File: config.mk
export PLATFORM = sky130hd
export DESIGN_NAME = exec_top
export DESIGN_NICKNAME = d
export VERILOG_FILES = /design/src/exec_pkg.sv /design/src/exec_if.sv /design/src/alu_unit.sv /design/src/exec_top.sv /design/src/mul_unit.sv /design/src/op_decode.sv /design/src/result_arbiter.sv
export VERILOG_INCLUDE_DIRS = /design/src /design/src/src
export SDC_FILE = /design/constraint.sdc
export NUM_CORES = 1
export LEC_CHECK = 0
export BUFFER_PORTS_ARGS = -buffer_cell sky130_fd_sc_hd__clkbuf_2
export CAP_MARGIN = 20
export CORE_MARGIN = 10
export CORE_UTILIZATION = 45
export CTS_CLUSTER_SIZE = 16
export DETAILED_ROUTE_END_ITERATION = 7
export REMOVE_ABC_BUFFERS = 1
export SLEW_MARGIN = 20
export SYNTH_ARGS = -nofsm -noshare
export SYNTH_HDL_FRONTEND = slang
export SYNTH_SLANG_ARGS = --single-unit
File: constraint.sdc
create_clock -name clk_i -period 13.7 [get_ports clk_i]
set_input_delay 2.74 -clock clk_i [delete_from_list [all_inputs] [get_ports clk_i]]
set_output_delay 2.74 -clock clk_i [all_outputs]
set_load 0.05 [all_outputs]
File: src/exec_consts.svh
// ----------------------------
// Width and step-count macros for the execute stage
// Include in any file that sizes operands, tags or multiplier steps
// ----------------------------

`ifndef EXEC_CONSTS_SVH
`define EXEC_CONSTS_SVH

// Operand and result width
`define EXEC_XLEN 32

// Tag width, enough for 16 operations in flight
`define EXEC_TAG_W 4

// Multiplier iterations, two multiplier bits retired per step
`define EXEC_MUL_STEPS 16

`endif

File: src/exec_pkg.sv
// ----------------------------
// Shared types of the execute stage
// Opcodes, ALU functions and multiplier FSM states
// ----------------------------

package exec_pkg;

    // Issued opcode, 3 bits wide
    typedef enum logic [2:0] {
        OP_ADD = 3'd0,
        OP_SUB = 3'd1,
        OP_AND = 3'd2,
        OP_OR  = 3'd3,
        OP_XOR = 3'd4,
        OP_SLL = 3'd5,
        OP_SRL = 3'd6,
        OP_MUL = 3'd7
    } op_e;

    // ALU function, one per non-multiply opcode
    typedef enum logic [2:0] {
        ALU_ADD,
        ALU_SUB,
        ALU_AND,
        ALU_OR,
        ALU_XOR,
        ALU_SLL,
        ALU_SRL
    } alu_fn_e;

    // Iterative multiplier FSM
    typedef enum logic [1:0] {
        MUL_IDLE,
        MUL_BUSY,
        MUL_DONE
    } mul_state_e;

endpackage

File: src/exec_if.sv
// ----------------------------
// Issue and result links between decode, units and arbiter
// Both use valid/ready; src drives payload, dst returns ready
// ----------------------------

`timescale 1ns/1ps

`include "exec_consts.svh"

// Operation from decode to one execution unit
interface unit_issue_if;
    import exec_pkg::*;

    logic                   valid;
    logic                   ready;
    op_e                    op;
    logic [`EXEC_XLEN-1:0]  a;
    logic [`EXEC_XLEN-1:0]  b;
    logic [`EXEC_TAG_W-1:0] tag;

    // Decode side
    modport src (
        output valid,
        output op,
        output a,
        output b,
        output tag,
        input  ready
    );

    // Unit side
    modport dst (
        input  valid,
        input  op,
        input  a,
        input  b,
        input  tag,
        output ready
    );
endinterface

// Result from one execution unit to the writeback arbiter
interface unit_result_if;
    logic                   valid;
    logic                   ready;
    logic [`EXEC_XLEN-1:0]  data;
    logic [`EXEC_TAG_W-1:0] tag;

    // Unit side
    modport src (
        output valid,
        output data,
        output tag,
        input  ready
    );

    // Arbiter side
    modport dst (
        input  valid,
        input  data,
        input  tag,
        output ready
    );
endinterface

File: src/alu_unit.sv
// ----------------------------
// Single-cycle ALU with one output register
// Result holds under back-pressure, refills on the drain cycle
// ----------------------------

`timescale 1ns/1ps

`include "exec_consts.svh"

module alu_unit (
    input  logic              clk_i,
    input  logic              rst_n_i,
    unit_issue_if.dst         iss_i,
    input  exec_pkg::alu_fn_e fn_i,
    unit_result_if.src        res_o
);
    import exec_pkg::*;

    localparam int SHAMT_W = $clog2(`EXEC_XLEN);

    logic [`EXEC_XLEN-1:0]  result;
    logic [SHAMT_W-1:0]     shamt;
    logic                   accept;
    logic                   valid_q;
    logic [`EXEC_XLEN-1:0]  data_q;
    logic [`EXEC_TAG_W-1:0] tag_q;

    // Shift amount from the low bits of operand b
    assign shamt = iss_i.b[SHAMT_W-1:0];

    // Combinational result
    always_comb begin
        case (fn_i)
            ALU_ADD: result = iss_i.a + iss_i.b;
            ALU_SUB: result = iss_i.a - iss_i.b;
            ALU_AND: result = iss_i.a & iss_i.b;
            ALU_OR:  result = iss_i.a | iss_i.b;
            ALU_XOR: result = iss_i.a ^ iss_i.b;
            ALU_SLL: result = iss_i.a << shamt;
            ALU_SRL: result = iss_i.a >> shamt;
            default: result = '0;
        endcase
    end

    // Room when empty or draining this cycle
    assign iss_i.ready = !valid_q || res_o.ready;
    assign accept      = iss_i.valid && iss_i.ready;

    // Valid flag, set on accept, cleared on drain
    always_ff @(posedge clk_i or negedge rst_n_i) begin
        if (!rst_n_i) begin
            valid_q <= 1'b0;
        end else if (accept) begin
            valid_q <= 1'b1;
        end else if (res_o.ready) begin
            valid_q <= 1'b0;
        end
    end

    // Result payload
    always_ff @(posedge clk_i) begin
        if (accept) begin
            data_q <= result;
            tag_q  <= iss_i.tag;
        end
    end

    assign res_o.valid = valid_q;
    assign res_o.data  = data_q;
    assign res_o.tag   = tag_q;

endmodule

File: src/exec_top.sv
// ----------------------------
// Execute stage top: decode, ALU, multiplier, writeback arbiter
// Plain valid/ready ports on the issue and writeback sides
// ----------------------------

`timescale 1ns/1ps

`include "exec_consts.svh"

module exec_top (
    input  logic                   clk_i,
    input  logic                   rst_n_i,
    // Issue side
    input  logic                   issue_valid_i,
    output logic                   issue_ready_o,
    input  exec_pkg::op_e          issue_op_i,
    input  logic [`EXEC_XLEN-1:0]  issue_a_i,
    input  logic [`EXEC_XLEN-1:0]  issue_b_i,
    input  logic [`EXEC_TAG_W-1:0] issue_tag_i,
    // Writeback side
    output logic                   result_valid_o,
    input  logic                   result_ready_i,
    output logic [`EXEC_XLEN-1:0]  result_data_o,
    output logic [`EXEC_TAG_W-1:0] result_tag_o
);
    import exec_pkg::*;

    alu_fn_e alu_fn;

    // Unit links
    unit_issue_if  alu_iss ();
    unit_issue_if  mul_iss ();
    unit_result_if alu_res ();
    unit_result_if mul_res ();

    op_decode u_decode (
        .issue_valid_i (issue_valid_i),
        .issue_op_i    (issue_op_i),
        .issue_a_i     (issue_a_i),
        .issue_b_i     (issue_b_i),
        .issue_tag_i   (issue_tag_i),
        .issue_ready_o (issue_ready_o),
        .alu_o         (alu_iss),
        .mul_o         (mul_iss),
        .alu_fn_o      (alu_fn)
    );

    alu_unit u_alu (
        .clk_i   (clk_i),
        .rst_n_i (rst_n_i),
        .iss_i   (alu_iss),
        .fn_i    (alu_fn),
        .res_o   (alu_res)
    );

    mul_unit u_mul (
        .clk_i   (clk_i),
        .rst_n_i (rst_n_i),
        .iss_i   (mul_iss),
        .res_o   (mul_res)
    );

    // Single writeback port shared by both units
    result_arbiter u_arb (
        .clk_i          (clk_i),
        .rst_n_i        (rst_n_i),
        .alu_i          (alu_res),
        .mul_i          (mul_res),
        .result_ready_i (result_ready_i),
        .result_valid_o (result_valid_o),
        .result_data_o  (result_data_o),
        .result_tag_o   (result_tag_o)
    );

endmodule

File: src/mul_unit.sv
// ----------------------------
// Radix-4 iterative multiplier, low half of the product
// One operation at a time; result held in MUL_DONE until drained
// ----------------------------

`timescale 1ns/1ps

`include "exec_consts.svh"

module mul_unit (
    input  logic       clk_i,
    input  logic       rst_n_i,
    unit_issue_if.dst  iss_i,
    unit_result_if.src res_o
);
    import exec_pkg::*;

    localparam int CNT_W = $clog2(`EXEC_MUL_STEPS);

    mul_state_e             state_q;
    mul_state_e             state_d;
    logic [CNT_W-1:0]       cnt_q;
    logic                   start;
    logic                   last_step;
    logic [`EXEC_XLEN-1:0]  mcand_q;
    logic [`EXEC_XLEN-1:0]  mplr_q;
    logic [`EXEC_XLEN-1:0]  acc_q;
    logic [`EXEC_TAG_W-1:0] tag_q;
    logic [`EXEC_XLEN-1:0]  pp;

    // Accept in idle, or in done while the result leaves
    assign iss_i.ready = (state_q == MUL_IDLE) || (state_q == MUL_DONE && res_o.ready);
    assign start       = iss_i.valid && iss_i.ready;
    assign last_step   = (cnt_q == CNT_W'(`EXEC_MUL_STEPS - 1));

    // Partial product for two multiplier bits
    always_comb begin
        case (mplr_q[1:0])
            2'd0: pp = '0;
            2'd1: pp = mcand_q;
            2'd2: pp = mcand_q << 1;
            2'd3: pp = mcand_q + (mcand_q << 1);
            default: pp = '0;
        endcase
    end

    // Next state
    always_comb begin
        state_d = state_q;
        case (state_q)
            MUL_IDLE: begin
                if (start) state_d = MUL_BUSY;
            end
            MUL_BUSY: begin
                if (last_step) state_d = MUL_DONE;
            end
            MUL_DONE: begin
                // Back to back: drain and restart together
                if (start) begin
                    state_d = MUL_BUSY;
                end else if (res_o.ready) begin
                    state_d = MUL_IDLE;
                end
            end
            default: state_d = MUL_IDLE;
        endcase
    end

    // FSM and step counter
    always_ff @(posedge clk_i or negedge rst_n_i) begin
        if (!rst_n_i) begin
            state_q <= MUL_IDLE;
            cnt_q   <= '0;
        end else begin
            state_q <= state_d;
            if (start) begin
                cnt_q <= '0;
            end else if (state_q == MUL_BUSY) begin
                cnt_q <= cnt_q + 1'b1;
            end
        end
    end

    // Datapath, multiplicand moves left while multiplier bits drain right
    always_ff @(posedge clk_i) begin
        if (start) begin
            mcand_q <= iss_i.a;
            mplr_q  <= iss_i.b;
            acc_q   <= '0;
            tag_q   <= iss_i.tag;
        end else if (state_q == MUL_BUSY) begin
            acc_q   <= acc_q + pp;
            mcand_q <= mcand_q << 2;
            mplr_q  <= mplr_q >> 2;
        end
    end

    assign res_o.valid = (state_q == MUL_DONE);
    assign res_o.data  = acc_q;
    assign res_o.tag   = tag_q;

endmodule

File: src/op_decode.sv
// ----------------------------
// Steers an issued operation to the ALU or the multiplier
// Only the selected link sees valid; its ready comes back
// ----------------------------

`timescale 1ns/1ps

`include "exec_consts.svh"

module op_decode (
    input  logic                   issue_valid_i,
    input  exec_pkg::op_e          issue_op_i,
    input  logic [`EXEC_XLEN-1:0]  issue_a_i,
    input  logic [`EXEC_XLEN-1:0]  issue_b_i,
    input  logic [`EXEC_TAG_W-1:0] issue_tag_i,
    output logic                   issue_ready_o,
    unit_issue_if.src              alu_o,
    unit_issue_if.src              mul_o,
    output exec_pkg::alu_fn_e      alu_fn_o
);
    import exec_pkg::*;

    // High when the opcode targets the multiplier
    logic to_mul;

    // Opcode classification
    always_comb begin
        to_mul   = 1'b0;
        alu_fn_o = ALU_ADD;
        case (issue_op_i)
            OP_ADD: alu_fn_o = ALU_ADD;
            OP_SUB: alu_fn_o = ALU_SUB;
            OP_AND: alu_fn_o = ALU_AND;
            OP_OR:  alu_fn_o = ALU_OR;
            OP_XOR: alu_fn_o = ALU_XOR;
            OP_SLL: alu_fn_o = ALU_SLL;
            OP_SRL: alu_fn_o = ALU_SRL;
            OP_MUL: to_mul   = 1'b1;
            default: alu_fn_o = ALU_ADD;
        endcase
    end

    // Payload broadcast to both units, valid gated per target
    assign alu_o.valid = issue_valid_i && !to_mul;
    assign alu_o.op    = issue_op_i;
    assign alu_o.a     = issue_a_i;
    assign alu_o.b     = issue_b_i;
    assign alu_o.tag   = issue_tag_i;

    assign mul_o.valid = issue_valid_i && to_mul;
    assign mul_o.op    = issue_op_i;
    assign mul_o.a     = issue_a_i;
    assign mul_o.b     = issue_b_i;
    assign mul_o.tag   = issue_tag_i;

    // Ready of the targeted unit only
    assign issue_ready_o = to_mul ? mul_o.ready : alu_o.ready;

endmodule

File: src/result_arbiter.sv
// ----------------------------
// Fair two-way writeback arbiter with data and tag mux
// Conflicts alternate; a stalled grant stays put until taken
// ----------------------------

`timescale 1ns/1ps

`include "exec_consts.svh"

module result_arbiter (
    input  logic                   clk_i,
    input  logic                   rst_n_i,
    unit_result_if.dst             alu_i,
    unit_result_if.dst             mul_i,
    input  logic                   result_ready_i,
    output logic                   result_valid_o,
    output logic [`EXEC_XLEN-1:0]  result_data_o,
    output logic [`EXEC_TAG_W-1:0] result_tag_o
);
    // Set when the ALU won the last granted conflict
    logic last_alu_q;
    // Grant of a stalled result, kept for the next cycle
    logic hold_q;
    logic hold_mul_q;
    logic conflict;
    logic grant_alu;
    logic grant_mul;

    assign conflict = alu_i.valid && mul_i.valid;

    // Lone source wins, conflict goes to the one not served last
    // Clear flag after reset, so the ALU takes the first conflict
    always_comb begin
        if (hold_q) begin
            grant_mul = hold_mul_q;
        end else if (conflict) begin
            grant_mul = last_alu_q;
        end else begin
            grant_mul = mul_i.valid;
        end
        grant_alu = alu_i.valid && !grant_mul;
    end

    // Ready only to the winner
    assign alu_i.ready = grant_alu && result_ready_i;
    assign mul_i.ready = grant_mul && result_ready_i;

    assign result_valid_o = alu_i.valid || mul_i.valid;
    assign result_data_o  = grant_mul ? mul_i.data : alu_i.data;
    assign result_tag_o   = grant_mul ? mul_i.tag  : alu_i.tag;

    always_ff @(posedge clk_i or negedge rst_n_i) begin
        if (!rst_n_i) begin
            last_alu_q <= 1'b0;
            hold_q     <= 1'b0;
            hold_mul_q <= 1'b0;
        end else begin
            // Only a granted conflict moves the fairness flag
            if (conflict && result_ready_i) begin
                last_alu_q <= grant_alu;
            end
            // Freeze the mux while writeback is stalled
            hold_q     <= result_valid_o && !result_ready_i;
            hold_mul_q <= grant_mul;
        end
    end

endmodule

### After elaboration in Yosys (flattened, before gate mapping)

Index checks and enable logic that the tools add are counted.

| storage, ports and cells | value |
|---|---|
| bits in latches | 0 |
| bits in writable memories | 0 |
| input port bits | 75 |
| logic and storage cells | 90 |
| memories | 0 |
| output and inout port bits | 38 |
| bits in registers | 146 |
| memory bits (read-only) | 0 |

| operators by class | value |
|---|---|
| add/sub/neg operators | 5 |
| shifts and indexed selects | 2 |
| divide/modulo/power cells | 0 |
| equality and inequality tests | 22 |
| bitwise operators | 3 |
| multiply operators | 0 |
| order comparisons | 0 |
| muxes and demuxes | 22 |
| reduce and logical (&&, ||, !) cells | 24 |

Operator list:

| kind | number |
|---|---|
| $pmux W32 S7 | 1 |
| $mux W32 | 5 |
| $pmux W32 S4 | 1 |
| $add A32 B32 Y32 | 3 |
| $and A32 B32 Y32 | 1 |
| $or A32 B32 Y32 | 1 |
| $shl A32 B5 Y32 | 1 |
| $shr A32 B5 Y32 | 1 |
| $sub A32 B32 Y32 | 1 |
| $xor A32 B32 Y32 | 1 |
| $eq A3 B3 Y1 const B | 7 |
| $pmux W3 S6 | 1 |
| $eq A3 B2 Y1 const B | 4 |
| $mux W4 | 3 |
| $logic_and A1 B1 Y1 | 11 |
| $mux W2 | 4 |
| $eq A2 B2 Y1 const B | 3 |
| $eq A3 B1 Y1 const B | 2 |
| $mux W1 | 6 |
| $pmux W2 S3 | 1 |
| $add A4 B1 Y4 const B | 1 |
| $eq A2 B1 Y1 const B | 2 |
| $eq A4 B4 Y1 const B | 1 |
| $logic_not A1 Y1 | 4 |
| 7 further kinds | 12 |

### Longest topological paths before layout

Gate-level depths: netlist (run 1).

| logic depth | value |
|---|---|
| word-level depth | 10 |
| depth in mapped cells | 25 |
| depth with buffers taken out | 25 |

### Cells and area by module

From an unflattened synthesis (run 1), not the netlist that was laid out.

| second synthesis, totals | value |
|---|---|
| cell total of the unflattened synthesis | 2270 |
| area total of the unflattened synthesis | 18176.2 µm² |

Modules (own cells, without submodules):

| module | cells an instance | instances | sequential area each (µm²) | area each (µm²) |
|---|---|---|---|---|
| alu_unit | 1152 | 1 | 1106.1 | 8708.4 |
| mul_unit | 913 | 1 | 2832.7 | 7598.5 |
| op_decode | 150 | 1 | 0.0 | 1128.6 |
| result_arbiter | 55 | 1 | 75.1 | 740.7 |

### Worst setup path before layout (run 1)

OpenSTA, ideal clock, no wires.

| timing | value |
|---|---|
| kind | input -> register |
| from | input issue_b_i[0] |
| to | register u_alu.data_q[30] (netlist: u_alu.res_o.data[30]), data pin |
| path slack | 6563 ps |
| library setup time | 278 ps |
| required time | 13422 ps |
| arrival time | 6859 ps |
| buffers on the path | 3 |
| stages on the path | 21 |
| cell sequence | buf_2 -> inv_1 -> buf_1 -> buf_2 -> ha_1 -> nand2_1 -> or4_1 -> nor3_1 -> a41oi_1 -> xnor2_1 -> ha_1 -> a21o_1 -> a21o_1 -> a21o_1 -> a21oi_1 -> nand3_1 -> o21ai_0 -> nor2_1 -> o22ai_1 -> mux2i_1 -> o221ai_1 |

| on the way | value |
|---|---|
| word-level cells in the longest chain between the ends | 2 |
| elaborated cells on any way between the ends | 5 |
| those cells by class | add/sub: 2; shift: 2; mux: 1 |

Ends and longest elaborated chain:

| item | RTL line | source |
|---|---|---|
| start, declared | exec_top.sv:18 | `` input logic [`EXEC_XLEN-1:0] issue_b_i, `` |
| $sub A32 B32 Y32, or another cell as far along | alu_unit.sv:35 | `ALU_SUB: result = iss_i.a - iss_i.b;` |
| $pmux W32 S7 * | alu_unit.sv:33 | `case (fn_i)` |
| net u_alu.result[30] | alu_unit.sv:21 | `` logic [`EXEC_XLEN-1:0] result; `` |
| end signal, assigned | alu_unit.sv:63 | `data_q <= result;` |
| end, declared | alu_unit.sv:25 | `` logic [`EXEC_XLEN-1:0] data_q; `` |

Mark *: on every way through the listed nets, which the timed path passes. The rest lies on a longest branch.
A chain may end at the register's enable or synchronous reset.

### Worst setup path after layout (run 1)

| timing | value |
|---|---|
| from | input issue_op_i[0] |
| to | output issue_ready_o |

| on the way | value |
|---|---|
| word-level cells in the longest chain between the ends | 3 |

Ends and longest elaborated chain:

| item | RTL line | source |
|---|---|---|
| start, declared | exec_top.sv:16 | `input exec_pkg::op_e issue_op_i,` |
| $eq A3 B3 Y1 | op_decode.sv:30 | `case (issue_op_i)` |
| $mux W1 | op_decode.sv:30 |  |
| $mux W1 | op_decode.sv:57 | `assign issue_ready_o = to_mul ? mul_o.ready : alu_o.ready;` |
| end, declared | exec_top.sv:15 | `output logic issue_ready_o,` |

No other way between the ends.

==> summary.txt, run 1 <==
Outcome
  – Outcome: completed

GRT
  – Largest net degree at the start of global routing: 79
  – Initial antenna violation count: 2
  – Grt ovf: 0
  – Global-route wire length before repair: 89800 um
  – GRT Resource Usage Total: 26.1%
  – Number of global-route vias before repair: 14884

STA
  – Clock skew: 0.0128 ns
  – RSZ-0062 raised after global routing: no
  – Relative slew margins: 30.8%
  – Fin. Hold Viols: 0
  – Setup_tns: 0 ns
  – Fmax: 132 MHz
  – Setup violators final: 0
  – Least-Margin Pin Slew: 1.03 ns
  – Count of final max-slew check failures: 0
  – Period utilization: 55.4%
  – Min Tclk post-route: 7.59 ns
  – Slack of the critical path: 6.11 ns

Synthesis
  – Synthesis Warnings: 0
  – Yosys cell types: 76
  – Post-Syn Area: 16300 um^2
  – Post-synth EDFFs: 104
  – Most used DFF post-synth: edfxtp_1
  – Synthesis-stage register bit count: 146
  – Syn_area_per_cell: 8.15 um^2
  – Sequential fraction of the synthesis area: 24.6%
  – Asr flop ratio synth: 6.85%
  – Syn Inst Count: 2001

Floorplanning
  – Core ar.: 35700 um^2
  – Initial Utilization: 45.8%
  – Row Count: 69
  – Die W: 210 um
  – Die area: 44300 um^2
  – Ports: 113
  – Die Ht: 210 um

Worst setup path
  – Critical path cell sequence: clkbuf_2 > buf_4 > nand3_1 > a211oi_1 > a21o_1 > clkbuf_2
  – Cell family with most CP delay: buffers and inverters
  – Worst EP arrival: 4.85 ns
  – Worst path slowest cell: buf_4
  – Crit path kind: in2out
  – Most used cell, CP: clkbuf_2
  – Crit path capture type: output pin
  – Crit path buf inv count: 3
  – Crit path max fanout: 54
  – Flop2flop setup slack: 8.19 ns
  – Worst setup SP type: input pin
  – Crit-path max cell delay: 0.57 ns
  – Required time of the critical path: 10.96 ns

Placement
  – Final HPWL DP: 45800 um
  – Pre-CTS WS: 5.90 ns
  – Dpl cells: 2492
  – GP Congestion: 0.990
  – Dpl cell area: 17300 um^2
  – PortBufs: 112

Detailed routing
  – WL/cell: 23.5 um
  – WL final: 59300 um
  – Drt pass-1 iters: 6
  – Antenna-violating nets left: 0
  – Starting DRT DRC Count: 1618
  – DR DRC count: 0
  – Via density per instance: 6.17
  – Vias: 15583

Hold path
  – Worst hold path type: reg2reg

Finish
  – Finished Cell Area: 17900 um^2
  – Layout cells sized above 1: 13.0%
  – Area grow syn2layout: 9.42%
  – Ant diodes: 0
  – Final net count: 2287
  – Non-filler instance count after layout: 2524

Clock network
  – TritonCTS Sinks: 146
  – Clock Path Buffers: 2
  – CTS buffer count: 17
  – Clock latency on the worst-skew pair: 0.45 ns
  – CTS resizes: 0
  – TritonCTS clock tree: yes
  – Hold bufs inserted after CTS: 0
  – Clock root cell: clkbuf_16
  – H-tree depth: 4
  – # Post-CTS Setup Buffers: 0
  – Reg clk slew, reported paths: 0.06 ns

Power
  – Pwr dens: 230 nW/um^2
  – P_leak: 7.82 nW
  – VDD IR-drop max: 0.0000948 V

Job
  – Max-cap violation count: 0
-- final timing paths --
kind                                            from              endpoint  cells after the start
worst max register to register      u_mul.mcand_q[2]  u_mul.res_o.data[31]                     24
max in group asynchronous                    rst_n_i      u_mul.state_q[1]                      1
worst max-delay path                   issue_op_i[0]         issue_ready_o                      6
worst min-delay path            u_mul.res_o.data[12]  u_mul.res_o.data[12]                      2
min in group asynchronous                    rst_n_i      u_arb.hold_mul_q                      1
worst min register to register  u_mul.res_o.data[12]  u_mul.res_o.data[12]                      2
-- cell usage after synthesis (7+ instances only) --
cell type | number | share of area, %
a211oi_1 | 21 | 0.97
a21o_1 | 47 | 2.2
a21oi_1 | 161 | 4.9
a222oi_1 | 20 | 1.2
a22o_1 | 22 | 1.2
a22oi_1 | 12 | 0.55
a31oi_1 | 18 | 0.69
and2_1 | 12 | 0.46
buf_1 | 12 | 0.28
buf_2 | 8 | 0.25
clkbuf_1 | 86 | 2.0
dfrtp_1 | 10 | 1.5
dfxtp_1 | 32 | 3.9
edfxtp_1 | 104 | 19
ha_1 | 159 | 12
inv_1 | 113 | 2.6
mux2_2 | 53 | 3.7
mux2i_1 | 95 | 5.8
mux4_2 | 19 | 2.6
nand2_1 | 213 | 4.9
nand2b_1 | 15 | 0.58
nand3_1 | 31 | 0.95
nand4_1 | 7 | 0.27
nor2_1 | 186 | 4.3
nor2b_1 | 21 | 0.81
nor3_1 | 21 | 0.64
o211ai_1 | 24 | 1.1
o21a_1 | 11 | 0.51
o21ai_0 | 198 | 6.1
o21bai_1 | 8 | 0.37
o221ai_1 | 11 | 0.59
o22ai_1 | 21 | 0.81
o311ai_0 | 8 | 0.43
o31ai_1 | 13 | 0.60
or2_2 | 7 | 0.27
or3_1 | 13 | 0.50
xnor2_1 | 76 | 4.1
xor2_1 | 28 | 1.5
-- routing by layer --
metal	global-route usage [%]	share of wire (%)	vias to the layer above
met3	4.11	7.0	67
li1	-	-	7445
met4	7.72	2.5	0
met5	0	0	-
met2	41.6	45	554
met1	35.8	45	7517
-- worst register-to-register path: stages (launching register included) --
cell      delay [ns]
edfxtp_1        0.48
ha_1            0.33
a21o_1          0.11
a21oi_1         0.11
o21a_1          0.22
o31ai_1         0.57
nand3_1         0.16
nand2_1         0.13
a21o_1          0.13
a21oi_1         0.09
xnor2_1         0.13
mux2_2          0.26
a22o_1          0.19
ha_1            0.34
inv_1           0.09
nor3_1          0.37
nand3_1         0.16
nor4_1          0.21
nor2_1          0.18
o211ai_1        0.37
a21o_1          0.18
a21oi_1         0.09
and2_1          0.17
mux2i_1         0.18
mux2i_1         0.20
-- where the power goes --
group	switching (W)	internal, W
clock	0.000197	0.000279
sequential	0.000152	0.000723
combinational	0.00159	0.00116
-- kinds of logic after synthesis --
kind of cell | synth area share [%]
mux | 12.1
flops | 24.6
compound gates | 25.1
xor+xnor | 5.58
fa+ha+maj | 12.6
simple gates | 14.9
buf+inv | 5.24
-- sequential cells by signal, indices dropped and copies added, names as in the netlist --
signal and count:
u_mul.mplr_q 32, u_mul.state_q 2, u_mul.mcand_q 32, u_mul.res_o.data 32
u_alu.res_o.valid 1, u_mul.res_o.tag 4, u_arb.hold_mul_q 1, u_alu.res_o.data 32
u_arb.hold_q 1, u_arb.last_alu_q 1, u_mul.cnt_q 4, u_alu.res_o.tag 4
-- area by class of cell --
class / instances / area [um^2]
tap: 461 / 577
clock inverter: 7 / 71.3
fill: 3524 / 17800
inverter: 115 / 432
clock buffer: 25 / 515
sequential: 146 / 4010
multi-input combinational: 1632 / 11500
timing repair buffer: 138 / 756
-- placed cells by master (no fill, tap or decap), drive strengths merged, types with 7 or more instances in the layout --
cell type,Yosys,final
a211oi,22,22
a21o,47,47
a21oi,162,162
a222oi,20,20
a22o,22,22
a22oi,12,12
a31oi,18,18
and2,12,12
buf,22,27
clkbuf,86,136
dfrtp,10,10
dfxtp,32,32
edfxtp,104,104
ha,159,159
inv,113,116
mux2,53,53
mux2i,95,95
mux4,19,19
nand2,213,213
nand2b,15,15
nand3,31,31
nand4,7,7
nor2,187,187
nor2b,21,21
nor3,21,21
o211ai,24,24
o21a,11,11
o21ai,204,204
o21bai,8,8
o221ai,11,11
o22ai,23,23
o311ai,8,8
o31ai,13,13
or2,7,7
or3,13,13
xnor2,76,76
xor2,28,28
-- metrics by stage --
| stage | total power [W] | hold WS, ns | utilization [%] |
|---|---|---|---|
| final | 0.00410 | 0.477 | 50.1 |
| after global routing | 0.00447 | 0.495 | 50.1 |
| after CTS | 0.00409 | 0.473 | 50.1 |
| after detailed placement | 0.00360 | 0.465 | 48.4 |
| after global placement | 0.00355 | 0.456 | 48.4 |
| after floorplan | 0.00297 | 0.428 | - |
(Power assumes the default switching activity.)
==> run 2, diff against run 1 <==
==> constraint.sdc (replaced) <==
create_clock -name clk_i -period 7.5 [get_ports clk_i]
set_input_delay 1.5 -clock clk_i [delete_from_list [all_inputs] [get_ports clk_i]]
set_output_delay 1.5 -clock clk_i [all_outputs]
set_load 0.05 [all_outputs]
==> run 2 against run 1 <==
Effect of this change:
- sequential power grew 82%
- first-iteration DRC count up 4.7%
- combinational power grew 83%
- clock-buffer cell count decreased by 7
- core utilization hardly changed
- via count rose by 0.37%
- global-route usage is 0.081 points higher
- final cell count is 0.16% higher
- design area about the same
- largest cell class unchanged
==> summary.txt, run 2 (synthesis results as in run 1) <==
Outcome
  – Outcome: completed

Floorplanning
  – Die area: 44300 um^2
  – Die W: 210 um
  – Initial Utilization: 45.8%
  – Die Ht: 210 um
  – Row Count: 69
  – Ports: 113
  – Core ar.: 35700 um^2

Worst setup path
  – Flop2flop setup slack: 2.06 ns
  – Crit path capture type: register
  – Worst path slowest cell: nor4_1
  – Crit path max fanout: 21
  – Most used cell, CP: a21o_1
  – Crit path kind: in2reg
  – Critical Path Start: issue_b_i[4]
  – Critical path cell sequence: clkbuf_2 > nor2_1 > nand4_1 > nor4_1 > a21oi_1 > xnor2_1 > ha_1 > a21o_1 > a21o_1 > a21o_1 > a21oi_1 > nand3_1 > o21ai_0 > nor2_1 > o22ai_1 > mux2i_1 > o221ai_1
  – RR Startpoint: u_mul.mcand_q[0]
  – Worst EP arrival: 5.79 ns
  – Worst setup SP type: input pin
  – Required time of the critical path: 7.66 ns
  – Crit-path max cell delay: 0.75 ns

STA
  – Relative slew margins: 33.5%
  – Clock skew: 0.0146 ns
  – Min Tclk post-route: 5.63 ns
  – Period utilization: 75.1%
  – Least-Margin Pin Slew: 0.994 ns
  – Fmax: 178 MHz
  – RSZ-0062 raised after global routing: no
  – Slack of the critical path: 1.87 ns
  – Setup violators final: 0
  – Fin. Hold Viols: 0
  – Count of final max-slew check failures: 0

Hold path
  – Worst hold path type: reg2reg
  – Hold path start: u_mul.res_o.data[31]

GRT
  – Number of global-route vias before repair: 14911
  – Initial antenna violation count: 2
  – Global-route wire length before repair: 90500 um
  – Grt ovf: 0
  – GRT Resource Usage Total: 26.2%
  – Largest net degree at the start of global routing: 90

Detailed routing
  – WL/cell: 23.5 um
  – Wire length on met3: 4290 um
  – DR DRC count: 0
  – Via density per instance: 6.19
  – Met1 Wirelength: 27000 um
  – Drt pass-1 iters: 8
  – Vias: 15640
  – Antenna-violating nets left: 0
  – Metal2 WL: 26800 um
  – Top layer in use: met4
  – Starting DRT DRC Count: 1694
  – WL final: 59500 um

Power
  – VDD IR-drop max: 0.000188 V
  – Pwr dens: 419 nW/um^2
  – Final Power: 0.00749 W
  – P_leak: 7.82 nW

Placement
  – Dpl cells: 2495
  – PortBufs: 112
  – Pre-CTS WS: 1.59 ns
  – Final HPWL DP: 46400 um
  – GP Congestion: 1.04

Job
  – Max-cap violation count: 0

Clock network
  – # Post-CTS Setup Buffers: 0
  – TritonCTS Sinks: 146
  – TritonCTS clock tree: yes
  – Clock root cell: clkbuf_16
  – Hold bufs inserted after CTS: 0
  – H-tree depth: 4
  – Clock latency on the worst-skew pair: 0.44 ns
  – CTS buffer count: 17
  – CTS resizes: 0
  – Clock Path Buffers: 2
  – Reg clk slew, reported paths: 0.07 ns

Finish
  – Most common cell after layout, fill and taps aside: nand2_1
  – Area grow syn2layout: 9.51%
  – Post-layout util: 50.1%
  – Most frequent cells in the layout: 211 x nand2_1, 198 x o21ai_0, 186 x nor2_1
  – Non-filler instance count after layout: 2528
  – Layout cells sized above 1: 13.2%
  – Filler cell count in the final layout: 3538
  – Final net count: 2290
[run 2: cell count changes in the layout (fill, tap and decap cells not counted)]
| cell | delta |
|---|---|
| buf_4 | +3 |
| clkbuf_1 | -2 |
| diode_2 | +1 |
| inv_6 | +5 |
| clkinv_4 | +1 |
| nor2b_2 | +1 |
| inv_8 | +2 |
| clkinv_2 | -1 |
| nor2b_4 | -1 |
| clkbuf_8 | -5 |
[run 2: stage by stage]
| step | area, um^2 | TNS [ns] | hold slack, ns |
|---|---|---|---|
| after floorplan | 15900 | -31.66 | 0.428 |
| after global placement | 17300 | 0 | 0.457 |
| after detailed placement | 17300 | 0 | 0.459 |
| after CTS | 17900 | 0 | 0.474 |
| after global routing | 17900 | 0 | 0.500 |
| final | 17900 | 0 | 0.470 |
[run 2: cell type report]
cell class | count | area, um^2 | area share [%]
sequential | 146 | 4010 | 22.5
inverter | 115 | 432 | 2.42
antenna | 1 | 2.50 | 0.0140
clock inverter | 14 | 141 | 0.791
timing repair buffer | 141 | 778 | 4.36
tap | 461 | 577 | 3.23
multi-input combinational | 1632 | 11500 | 64.3
clock buffer | 18 | 439 | 2.46
[run 2: power breakdown]
group,internal [W],switching [W]
Combinational,0.00213,0.00290
Clock,0.000477,0.000388
Sequential,0.00132,0.000271
[run 2: worst paths after layout]
kind                                              to  cells after the start
worst max-delay path            u_alu.res_o.data[30]                     17
worst min-delay path            u_mul.res_o.data[31]                      1
worst max register to register  u_mul.res_o.data[31]                     23
worst min register to register  u_mul.res_o.data[31]                      1
max in group asynchronous           u_arb.hold_mul_q                      1
min in group asynchronous             u_mul.cnt_q[3]                      1
[run 2: layer usage]
metal	GRT usage (%)	vias to the layer above
met5	0	-
met4	7.97	0
met3	3.61	79
met2	41.6	630
met1	36.3	7484
li1	-	7447
[run 2: critical path, delay by kind of cell]
kind                       cells  cell delay, ns
buffers and inverters          1            0.33
AOI/OAI and AO/OA              8            1.59
xor gates and xnor gates       1            0.16
adders and majority gates      1            0.35
and+or+nand+nor                5            1.64
muxes                          1            0.21
